<file path="src/include/core_defines.svh">
/*
 * Core pipeline widths, register count and RV32I major opcodes
 */
`ifndef CORE_DEFINES_SVH
`define CORE_DEFINES_SVH

//////////////////////////////
// Datapath widths
//////////////////////////////

// XLEN of the integer datapath
`define CORE_XLEN       32
// Register index width, x0..x31
`define CORE_REG_AW     5
`define CORE_NUM_REGS   32
`define CORE_INSTR_W    32

//////////////////////////////
// Major opcodes, instr[6:0]
//////////////////////////////

`define CORE_OPC_OP     7'h33
`define CORE_OPC_OP_IMM 7'h13
`define CORE_OPC_LUI    7'h37

`endif
</file>
<file path="src/verilog/core_pkg.sv">
/*
 * Core types: opcode and ALU enums, pipeline payloads, retire record,
 * and the shared ALU function used by EX and by the EX bypass in ID
 */
`include "core_defines.svh"

package core_pkg;

  // Register file address and data
  typedef logic [`CORE_REG_AW-1:0] rf_addr_t;
  typedef logic [`CORE_XLEN-1:0]   rf_data_t;

  // Kept major opcodes
  typedef enum logic [6:0] {
    OPC_OP     = `CORE_OPC_OP,
    OPC_OP_IMM = `CORE_OPC_OP_IMM,
    OPC_LUI    = `CORE_OPC_LUI
  } opcode_e;

  typedef enum logic [3:0] {
    ALU_ADD,
    ALU_SUB,
    ALU_SLL,
    ALU_SLT,
    ALU_SLTU,
    ALU_XOR,
    ALU_SRL,
    ALU_SRA,
    ALU_OR,
    ALU_AND,
    ALU_PASS_B  // LUI, immediate straight through
  } alu_op_e;

  // Operand source in decode
  typedef enum logic [1:0] {
    FWD_RF,
    FWD_EX,
    FWD_WB
  } fwd_sel_e;

  //////////////////////////////
  // Pipeline payloads
  //////////////////////////////

  typedef struct packed {
    logic                     valid;
    alu_op_e                  alu_op;
    rf_data_t                 operand_a;
    rf_data_t                 operand_b;
    rf_addr_t                 rd;
    logic                     rf_we;
    logic                     illegal;
    logic [`CORE_INSTR_W-1:0] instr;
  } id_ex_pipe_t;

  typedef struct packed {
    logic                     valid;
    rf_addr_t                 rd;
    logic                     rf_we;
    logic                     illegal;
    rf_data_t                 result;
    logic [`CORE_INSTR_W-1:0] instr;
  } ex_wb_pipe_t;

  // One record per retired instruction
  typedef struct packed {
    logic [`CORE_INSTR_W-1:0] instr;
    rf_addr_t                 rd;
    rf_data_t                 wdata;
    logic                     we;
    logic                     illegal;
  } retire_t;

  // Single-cycle ALU, shift amount from low 5 bits of b
  function automatic rf_data_t alu_compute(input alu_op_e op, input rf_data_t a,
                                           input rf_data_t b);
    logic [4:0] shamt;
    rf_data_t   res;
    shamt = b[4:0];
    case (op)
      ALU_ADD:  res = a + b;
      ALU_SUB:  res = a - b;
      ALU_SLL:  res = a << shamt;
      ALU_SLT:  res = {{(`CORE_XLEN-1){1'b0}}, $signed(a) < $signed(b)};
      ALU_SLTU: res = {{(`CORE_XLEN-1){1'b0}}, a < b};
      ALU_XOR:  res = a ^ b;
      ALU_SRL:  res = a >> shamt;
      ALU_SRA:  res = rf_data_t'($signed(a) >>> shamt);
      ALU_OR:   res = a | b;
      ALU_AND:  res = a & b;
      default:  res = b;
    endcase
    return res;
  endfunction

endpackage

</file>
<file path="src/verilog/core_top.sv">
/*
 * Three-stage integer core: ID, EX and WB stages around the register file
 */
`timescale 1ns/1ps
`include "core_defines.svh"

module core_top import core_pkg::*; (
  input  logic                     clk_i,
  input  logic                     rst_i,

  // Fetched instruction stream
  input  logic                     instr_valid_i,
  input  logic [`CORE_INSTR_W-1:0] instr_i,
  output logic                     instr_ready_o,

  // Retire port
  output logic                     retire_valid_o,
  input  logic                     retire_ready_i,
  output retire_t                  retire_o
);

  // Pipeline registers
  id_ex_pipe_t id_ex_pipe;
  ex_wb_pipe_t ex_wb_pipe;

  // Ready chain WB -> EX -> ID
  logic        ex_ready;
  logic        wb_ready;

  // Register file reads
  rf_addr_t    rf_raddr_a;
  rf_addr_t    rf_raddr_b;
  rf_data_t    rf_rdata_a;
  rf_data_t    rf_rdata_b;

  // Register file write from WB
  logic        rf_we_wb;
  rf_addr_t    rf_waddr_wb;
  rf_data_t    rf_wdata_wb;

  //////////////////////////////
  // Decode
  //////////////////////////////

  core_id_stage id_stage_i (
    .clk_i         ( clk_i         ),
    .rst_i         ( rst_i         ),
    .instr_valid_i ( instr_valid_i ),
    .instr_i       ( instr_i       ),
    .instr_ready_o ( instr_ready_o ),
    .ex_ready_i    ( ex_ready      ),
    // EX/WB also feeds the WB bypass
    .ex_wb_i       ( ex_wb_pipe    ),
    .raddr_a_o     ( rf_raddr_a    ),
    .raddr_b_o     ( rf_raddr_b    ),
    .rdata_a_i     ( rf_rdata_a    ),
    .rdata_b_i     ( rf_rdata_b    ),
    .id_ex_o       ( id_ex_pipe    )
  );

  //////////////////////////////
  // Execute
  //////////////////////////////

  core_ex_stage ex_stage_i (
    .clk_i      ( clk_i      ),
    .rst_i      ( rst_i      ),
    .id_ex_i    ( id_ex_pipe ),
    .ex_ready_o ( ex_ready   ),
    .wb_ready_i ( wb_ready   ),
    .ex_wb_o    ( ex_wb_pipe )
  );

  //////////////////////////////
  // Writeback and retire
  //////////////////////////////

  core_wb_stage wb_stage_i (
    .ex_wb_i        ( ex_wb_pipe     ),
    .wb_ready_o     ( wb_ready       ),
    .retire_valid_o ( retire_valid_o ),
    .retire_ready_i ( retire_ready_i ),
    .retire_o       ( retire_o       ),
    .rf_we_o        ( rf_we_wb       ),
    .rf_waddr_o     ( rf_waddr_wb    ),
    .rf_wdata_o     ( rf_wdata_wb    )
  );

  core_register_file register_file_i (
    .clk_i     ( clk_i       ),
    .rst_i     ( rst_i       ),
    .raddr_a_i ( rf_raddr_a  ),
    .raddr_b_i ( rf_raddr_b  ),
    .rdata_a_o ( rf_rdata_a  ),
    .rdata_b_o ( rf_rdata_b  ),
    .we_i      ( rf_we_wb    ),
    .waddr_i   ( rf_waddr_wb ),
    .wdata_i   ( rf_wdata_wb )
  );

endmodule

</file>
<file path="src/verilog/core_wb_stage.sv">
/*
 * Writeback stage: retire handshake and register file write
 */
`timescale 1ns/1ps

module core_wb_stage import core_pkg::*; (
  // From execute
  input  ex_wb_pipe_t ex_wb_i,
  output logic        wb_ready_o,

  // Retire port
  output logic        retire_valid_o,
  input  logic        retire_ready_i,
  output retire_t     retire_o,

  // Register file write
  output logic        rf_we_o,
  output rf_addr_t    rf_waddr_o,
  output rf_data_t    rf_wdata_o
);

  logic retire_fire;

  // Entry is held in EX/WB until the retire port takes it
  assign retire_valid_o = ex_wb_i.valid;
  assign retire_fire    = ex_wb_i.valid && retire_ready_i;
  assign wb_ready_o     = !ex_wb_i.valid || retire_ready_i;

  // Retire record, we reports intent even for x0
  assign retire_o.instr   = ex_wb_i.instr;
  assign retire_o.rd      = ex_wb_i.rd;
  assign retire_o.wdata   = ex_wb_i.result;
  assign retire_o.we      = ex_wb_i.rf_we;
  assign retire_o.illegal = ex_wb_i.illegal;

  // Write on the retire edge, skip x0
  assign rf_we_o    = retire_fire && ex_wb_i.rf_we && (ex_wb_i.rd != '0);
  assign rf_waddr_o = ex_wb_i.rd;
  assign rf_wdata_o = ex_wb_i.result;

endmodule

</file>
<file path="src/verilog/core_ex_stage.sv">
/*
 * Execute stage: single-cycle ALU and the EX/WB pipeline register
 */
`timescale 1ns/1ps

module core_ex_stage import core_pkg::*; (
  input  logic        clk_i,
  input  logic        rst_i,

  // From decode
  input  id_ex_pipe_t id_ex_i,
  output logic        ex_ready_o,

  // To writeback
  input  logic        wb_ready_i,
  output ex_wb_pipe_t ex_wb_o
);

  rf_data_t    alu_result;
  ex_wb_pipe_t ex_wb_q;

  //////////////////////////////
  // ALU
  //////////////////////////////

  // LUI arrives as PASS_B with the U immediate in operand_b
  assign alu_result = alu_compute(id_ex_i.alu_op, id_ex_i.operand_a, id_ex_i.operand_b);

  // Every op finishes in one cycle, so EX is ready whenever WB can take
  assign ex_ready_o = wb_ready_i;

  //////////////////////////////
  // EX/WB register
  //////////////////////////////

  always_ff @(posedge clk_i) begin
    if (rst_i) begin
      ex_wb_q.valid <= 1'b0;
    end else if (wb_ready_i) begin
      // Empty ID/EX gives a bubble
      ex_wb_q.valid <= id_ex_i.valid;
      if (id_ex_i.valid) begin
        ex_wb_q.rd      <= id_ex_i.rd;
        ex_wb_q.rf_we   <= id_ex_i.rf_we;
        ex_wb_q.illegal <= id_ex_i.illegal;
        ex_wb_q.result  <= alu_result;
        ex_wb_q.instr   <= id_ex_i.instr;
      end
    end
  end

  assign ex_wb_o = ex_wb_q;

endmodule

</file>
<file path="src/verilog/core_id_stage.sv">
/*
 * Decode stage: opcode decode, immediates, operand bypass from EX or WB,
 * and the ID/EX pipeline register
 */
`timescale 1ns/1ps
`include "core_defines.svh"

module core_id_stage import core_pkg::*; (
  input  logic                     clk_i,
  input  logic                     rst_i,

  // Instruction stream in
  input  logic                     instr_valid_i,
  input  logic [`CORE_INSTR_W-1:0] instr_i,
  output logic                     instr_ready_o,

  // Downstream handshake and bypass source
  input  logic                     ex_ready_i,
  input  ex_wb_pipe_t              ex_wb_i,

  // Register file read
  output rf_addr_t                 raddr_a_o,
  output rf_addr_t                 raddr_b_o,
  input  rf_data_t                 rdata_a_i,
  input  rf_data_t                 rdata_b_i,

  output id_ex_pipe_t              id_ex_o
);

  // Instruction fields
  opcode_e     opcode;
  logic [2:0]  funct3;
  logic [6:0]  funct7;
  rf_addr_t    rs1;
  rf_addr_t    rs2;
  rf_addr_t    rd;
  rf_data_t    imm_i;
  rf_data_t    imm_u;

  // Decoder outputs
  alu_op_e     dec_alu_op;
  logic        dec_use_imm;
  rf_data_t    dec_imm;
  logic        dec_illegal;

  // Bypass
  fwd_sel_e    fwd_a;
  fwd_sel_e    fwd_b;
  rf_data_t    ex_result;
  rf_data_t    op_a;
  rf_data_t    op_b;

  id_ex_pipe_t id_ex_d;
  id_ex_pipe_t id_ex_q;
  logic        instr_accept;

  assign opcode = opcode_e'(instr_i[6:0]);
  assign funct3 = instr_i[14:12];
  assign funct7 = instr_i[31:25];
  assign rs1    = instr_i[19:15];
  assign rs2    = instr_i[24:20];
  assign rd     = instr_i[11:7];

  // I-type sign extended, U-type upper 20 bits
  assign imm_i  = {{(`CORE_XLEN-12){instr_i[31]}}, instr_i[31:20]};
  assign imm_u  = {instr_i[31:12], 12'b0};

  //////////////////////////////
  // Decoder
  //////////////////////////////

  always_comb begin
    dec_alu_op  = ALU_ADD;
    dec_use_imm = 1'b0;
    dec_imm     = imm_i;
    dec_illegal = 1'b0;
    case (opcode)
      OPC_OP: begin
        if (funct7 == 7'b0000000) begin
          case (funct3)
            3'b000:  dec_alu_op = ALU_ADD;
            3'b001:  dec_alu_op = ALU_SLL;
            3'b010:  dec_alu_op = ALU_SLT;
            3'b011:  dec_alu_op = ALU_SLTU;
            3'b100:  dec_alu_op = ALU_XOR;
            3'b101:  dec_alu_op = ALU_SRL;
            3'b110:  dec_alu_op = ALU_OR;
            default: dec_alu_op = ALU_AND;
          endcase
        end else if (funct7 == 7'b0100000 && funct3 == 3'b000) begin
          dec_alu_op = ALU_SUB;
        end else if (funct7 == 7'b0100000 && funct3 == 3'b101) begin
          dec_alu_op = ALU_SRA;
        end else begin
          dec_illegal = 1'b1;
        end
      end
      OPC_OP_IMM: begin
        dec_use_imm = 1'b1;
        case (funct3)
          3'b000: dec_alu_op = ALU_ADD;
          3'b010: dec_alu_op = ALU_SLT;
          3'b011: dec_alu_op = ALU_SLTU;
          3'b100: dec_alu_op = ALU_XOR;
          3'b110: dec_alu_op = ALU_OR;
          3'b111: dec_alu_op = ALU_AND;
          // Shifts need a clean funct7
          3'b001: begin
            dec_alu_op  = ALU_SLL;
            dec_illegal = (funct7 != 7'b0000000);
          end
          default: begin
            dec_alu_op  = (funct7[5]) ? ALU_SRA : ALU_SRL;
            dec_illegal = (funct7 != 7'b0000000) && (funct7 != 7'b0100000);
          end
        endcase
      end
      OPC_LUI: begin
        dec_alu_op  = ALU_PASS_B;
        dec_use_imm = 1'b1;
        dec_imm     = imm_u;
      end
      default: dec_illegal = 1'b1;
    endcase
  end

  //////////////////////////////
  // Operand bypass
  //////////////////////////////

  // Youngest producer wins, x0 never forwarded
  function automatic fwd_sel_e fwd_select(input rf_addr_t rs, input id_ex_pipe_t ex,
                                          input ex_wb_pipe_t wb);
    fwd_sel_e sel;
    sel = FWD_RF;
    if (ex.valid && ex.rf_we && (ex.rd != '0) && (ex.rd == rs)) begin
      sel = FWD_EX;
    end else if (wb.valid && wb.rf_we && (wb.rd != '0) && (wb.rd == rs)) begin
      sel = FWD_WB;
    end
    return sel;
  endfunction

  assign raddr_a_o = rs1;
  assign raddr_b_o = rs2;

  // Result of the instruction now in EX
  assign ex_result = alu_compute(id_ex_q.alu_op, id_ex_q.operand_a, id_ex_q.operand_b);

  assign fwd_a = fwd_select(rs1, id_ex_q, ex_wb_i);
  assign fwd_b = fwd_select(rs2, id_ex_q, ex_wb_i);

  always_comb begin
    case (fwd_a)
      FWD_EX:  op_a = ex_result;
      FWD_WB:  op_a = ex_wb_i.result;
      default: op_a = rdata_a_i;
    endcase
    case (fwd_b)
      FWD_EX:  op_b = ex_result;
      FWD_WB:  op_b = ex_wb_i.result;
      default: op_b = rdata_b_i;
    endcase
  end

  //////////////////////////////
  // ID/EX register
  //////////////////////////////

  always_comb begin
    id_ex_d.valid     = 1'b1;
    id_ex_d.alu_op    = dec_alu_op;
    id_ex_d.operand_a = op_a;
    id_ex_d.operand_b = dec_use_imm ? dec_imm : op_b;
    id_ex_d.rd        = rd;
    // Illegal encodings never write
    id_ex_d.rf_we     = !dec_illegal;
    id_ex_d.illegal   = dec_illegal;
    id_ex_d.instr     = instr_i;
  end

  // Free slot or EX drains it this cycle
  assign instr_ready_o = !id_ex_q.valid || ex_ready_i;
  assign instr_accept  = instr_valid_i && instr_ready_o;

  always_ff @(posedge clk_i) begin
    if (rst_i) begin
      id_ex_q.valid <= 1'b0;
    end else if (instr_accept) begin
      id_ex_q <= id_ex_d;
    end else if (ex_ready_i) begin
      id_ex_q.valid <= 1'b0;
    end
  end

  assign id_ex_o = id_ex_q;

endmodule

</file>
<file path="src/verilog/core_register_file.sv">
/*
 * Integer register file, 2 async read ports and 1 write port, x0 tied to zero
 */
`timescale 1ns/1ps
`include "core_defines.svh"

module core_register_file import core_pkg::*; (
  input  logic     clk_i,
  input  logic     rst_i,

  // Read ports, combinational
  input  rf_addr_t raddr_a_i,
  input  rf_addr_t raddr_b_i,
  output rf_data_t rdata_a_o,
  output rf_data_t rdata_b_o,

  // Write port from WB
  input  logic     we_i,
  input  rf_addr_t waddr_i,
  input  rf_data_t wdata_i
);

  // x1..x31 only, x0 has no storage
  rf_data_t regs_q [1:`CORE_NUM_REGS-1];

  always_ff @(posedge clk_i) begin
    if (rst_i) begin
      for (int i = 1; i < `CORE_NUM_REGS; i++) begin
        regs_q[i] <= '0;
      end
    end else if (we_i && (waddr_i != '0)) begin
      regs_q[waddr_i] <= wdata_i;
    end
  end

  // Reads of x0 return zero
  assign rdata_a_o = (raddr_a_i == '0) ? '0 : regs_q[raddr_a_i];
  assign rdata_b_o = (raddr_b_i == '0) ? '0 : regs_q[raddr_b_i];

endmodule

</file>
<file path="config.mk">
export PLATFORM = sky130hd
export DESIGN_NAME = core_top
export DESIGN_NICKNAME = d
export VERILOG_FILES = /design/src/verilog/core_pkg.sv /design/src/verilog/core_top.sv /design/src/verilog/core_wb_stage.sv /design/src/verilog/core_ex_stage.sv /design/src/verilog/core_id_stage.sv /design/src/verilog/core_register_file.sv
export VERILOG_INCLUDE_DIRS = /design/src /design/src/include
export SDC_FILE = /design/constraint.sdc
export NUM_CORES = 2
export LEC_CHECK = 0
export BUFFER_PORTS_ARGS = -buffer_cell sky130_fd_sc_hd__buf_2
export CORE_UTILIZATION = 40
export CTS_CLUSTER_DIAMETER = 40
export CTS_CLUSTER_SIZE = 14
export DETAILED_ROUTE_END_ITERATION = 10
export HOLD_SLACK_MARGIN = 0.1
export PLACE_DENSITY_LB_ADDON = 0.08
export SLEW_MARGIN = 0
export SYNTH_ARGS = -nofsm -noshare
export SYNTH_HDL_FRONTEND = slang
export SYNTH_SLANG_ARGS = --single-unit
</file>
<file path="constraint.sdc">
create_clock -name clk_i -period 6.68 [get_ports clk_i]
set_input_delay 0.668 -clock clk_i [delete_from_list [all_inputs] [get_ports clk_i]]
set_output_delay 0.668 -clock clk_i [all_outputs]
set_load 0.01 [all_outputs]
</file>
==> reports/metrics.yaml <==
synth:
  synth-seq-cells: 1194
  synth_common_cells: "edfxtp_1 (1,192), and2_1 (1,004), mux4_2 (695)"
  async_flop_share: 0
  yosysSeqAreaShare: 0.5067
  mappedNetlistArea_um2: 70720
  syn_area_per_cell_um2: 13.85
  synth.most_common_cell: "edfxtp_1"
  ys_types: 92
  yosys_warnings: 0
  synth_top_cell_area_share: 0.5061
  ys.flop_type: "edfxtp_1"
  synth_edf_count: 1192
  synth_top_cell_by_area: "edfxtp_1"
  synthCells: 5108
  synthTopCellsByArea: "edfxtp_1 (51%), mux4_2 (22%), and2_1 (8.9%)"
clocking:
  cts_max_path_buffers: 3
  ctsHtreeMaxLevel: 4
  clockRootBuffer: "clkbuf_16"
  insertion_delay_ps: 860
  cts_sinks: 1194
  post_cts_buffers: 0
  clk_pin_slew_ps: 60
  cts_tree: "yes"
  cts_made_buffers: 205
critical_path:
  required_ps: 7250
  arrival_ps: 5480
  critical_path.top_delay_family: "simple AND/OR/NAND/NOR gates"
  path_max_fanout: 19
  path_class: "reg -> reg"
  crit_chain: "inv_1 > ha_1 > or4_1 > nor2_1 > nand2_1 > a211oi_1 > o21ai_1 > nand4_1 > nor3b_1 > o22ai_1"
  worstSetupStartpointType: "flop"
  cp_slowest_cell: "a211oi_1"
  max_stage_delay_ps: 1070
  cp.buffers_inverters: 1
  end_kind: "flop"
drt:
  wire_per_inst_um: 36.70
  drtAntennaViolNets: 0
  firstDrtPassIters: 6
  dr.first_iter.drc_count: 6063
  drcViolationCount: 0
  viasPerCell: 6.341
  drt-total-wl_um: 280900
  vias: 48531
timing:
  worstMarginPinSlew_ps: 1329
  tns_ps: 0
  hold_viol_final: 0
  finClkSkew_ps: 35.90
  min_period_ps: 4909
  finalSetupViolations: 0
  post-route-period-util: 0.7349
  worst_slew_margin_rel: 0.1085
  fmax_mhz: 203.7
  slew_viol_final: 0
  hold_ws_ps: 202.9
  rsz0062_at_grt: "false"
power:
  seq_power_share: 0.387
  pwr_density_cell_nw_per_um2: 277.7
  p_clk_frac: 0.484
  leakage_nw: 29.38
  p_sw_mw: 6.087
  ir_worst_vdd_mv: 0.3214
  comb_power_share: 0.129
  intPower_mw: 16.52
  p_sw_frac: 0.2693
job:
  drv_cap: 0
cells_and_area:
  fin_util: 0.4659
  nets: 5282
  drive_above_1_share: 0.2692
  area_growth_pct: 15.13
  fin_area_um2: 81420
floorplan:
  initial_core_util: 0.4046
  die-area_um2: 178500
  die_w_um: 422.5
  coreArea_um2: 174800
  die_h_um: 422.5
  io_pins: 109
  rows: 153
global_routing:
  first_global_vias: 47852
  grt_overflow: 0
  antenna_found_initial: 26
  grt_pass1_wl_um: 388800
  grt_max_degree: 83
  grt_use_total: 0.3125
status:
  outcome: "complete, no violations"
placed_design:
  globalplace.congestion: 0.9699
  dpl_cell_area_um2: 74110
  place_hpwl_um: 176500
  io_buffers: 108
hold_path:
  hp-class: "in -> reg"
==> cell families (layout without fill, tap and decap cells) <==
family | Yosys count | after routing | synth area share
adders and majority gates | 103 | 103 | 0.01844
buffers and inverters | 631 | 812 | 0.03521
DFF | 1194 | 1194 | 0.5067
and+or+nand+nor | 1646 | 1646 | 0.1313
other | 1 | 41 | 0.00005303
xor gates and xnor gates | 35 | 35 | 0.004335
muxes | 826 | 826 | 0.2402
AOI/OAI and AO/OA | 672 | 672 | 0.06371
==> power groups by stage <==
stage                     Sequential, mW  Combinational, mW  Clock [mW]
final                               8.75               2.91        10.9
after global placement              8.87               2.87           0
after floorplan                     8.81               1.79           0
after global routing                8.77               3.03        11.4
after CTS                           8.74               2.88        11.1
after detailed placement            8.89               2.86           0
==> path summary, 6_finish.rpt <==
path / start / endpoint / slack [ps] / cells after the start
min: instr_i[25] / id_stage_i.id_ex_o[25]$_DFFE_PP_ / 200 / 1
max: id_stage_i.id_ex_o[90]$_DFFE_PP_ / ex_stage_i.ex_wb_o[61]$_DFFE_PP_ / 1770 / 10
min reg2reg: id_stage_i.id_ex_o[17]$_DFFE_PP_ / ex_stage_i.ex_wb_o[17]$_DFFE_PP_ / 390 / 0
max reg2reg: id_stage_i.id_ex_o[90]$_DFFE_PP_ / ex_stage_i.ex_wb_o[61]$_DFFE_PP_ / 1770 / 10
==> per-layer routing <==
metal / track usage / part of all wire / vias up
met5: 0 / 0.000096 / -
met4: 0.1313 / 0.045 / 4
met3: 0.05137 / 0.076 / 515
met2: 0.5085 / 0.48 / 2424
met1: 0.4147 / 0.40 / 25744
li1: - / - / 19844
==> through the flow <==
step           worst slack, ps  std cells  power, mW
6_report                  1771       7654      22.61
5_1_grt                   1652       7647      23.18
4_1_cts                   1953       7645      22.68
3_5_place_dp              1953       7248      11.75
3_3_place_gp              2015       7248      11.75
2_1_floorplan            402.9       5139      10.60
==> cell usage in the layout (no fill, tap or decap), types with 15 or more instances in the layout <==
cell type / count
a31oi_1: 15
nor2_4: 31
buf_2: 99
nor2b_1: 15
mux2_2: 15
buf_4: 172
nand2_1: 189
and2_1: 1004
bufinv_16: 30
clkinv_2: 28
clkbuf_1: 19
o21ai_0: 110
or3_1: 15
edfxtp_1: 1192
xnor2_1: 21
or2_2: 32
nor3_1: 44
mux4_2: 695
o22ai_1: 16
a211oi_1: 26
clkbuf_16: 206
ha_1: 101
a21oi_1: 152
nand3_1: 31
a221oi_1: 44
conb_1: 32
nand2b_1: 20
clkinvlp_4: 26
a221o_1: 22
nor4_1: 15
o221ai_1: 26
mux2i_1: 110
o31ai_1: 20
a21o_1: 25
clkinv_1: 29
inv_1: 115
nor2_1: 175
o21ai_1: 65
o211ai_1: 27
a22oi_1: 15
==> final cells by class <==
type                            count  area [um^2]
Multi-Input combinational cell   3314        32800
Clock inverter                    159         1934
Fill cell                       15313        93360
Sequential cell                  1194        35830
Clock buffer                      225         5226
Tap cell                         2325         2909
Inverter                          127        476.7
Timing Repair Buffer              301         2220
Antenna cell                        9        22.52
==> sequential cells by signal, indices dropped and copies added (netlist names) <==
name	count
register_file_i.regs_q	1024
id_stage_i.id_ex_o	103
ex_stage_i.ex_wb_o	67
==> timing repair <==
item | CTS | global route
hold endpoints to repair | 13 | 0
hold buffers | 13 | 0
gates resized for setup | 0 | 0
(Power assumes the default switching activity.)
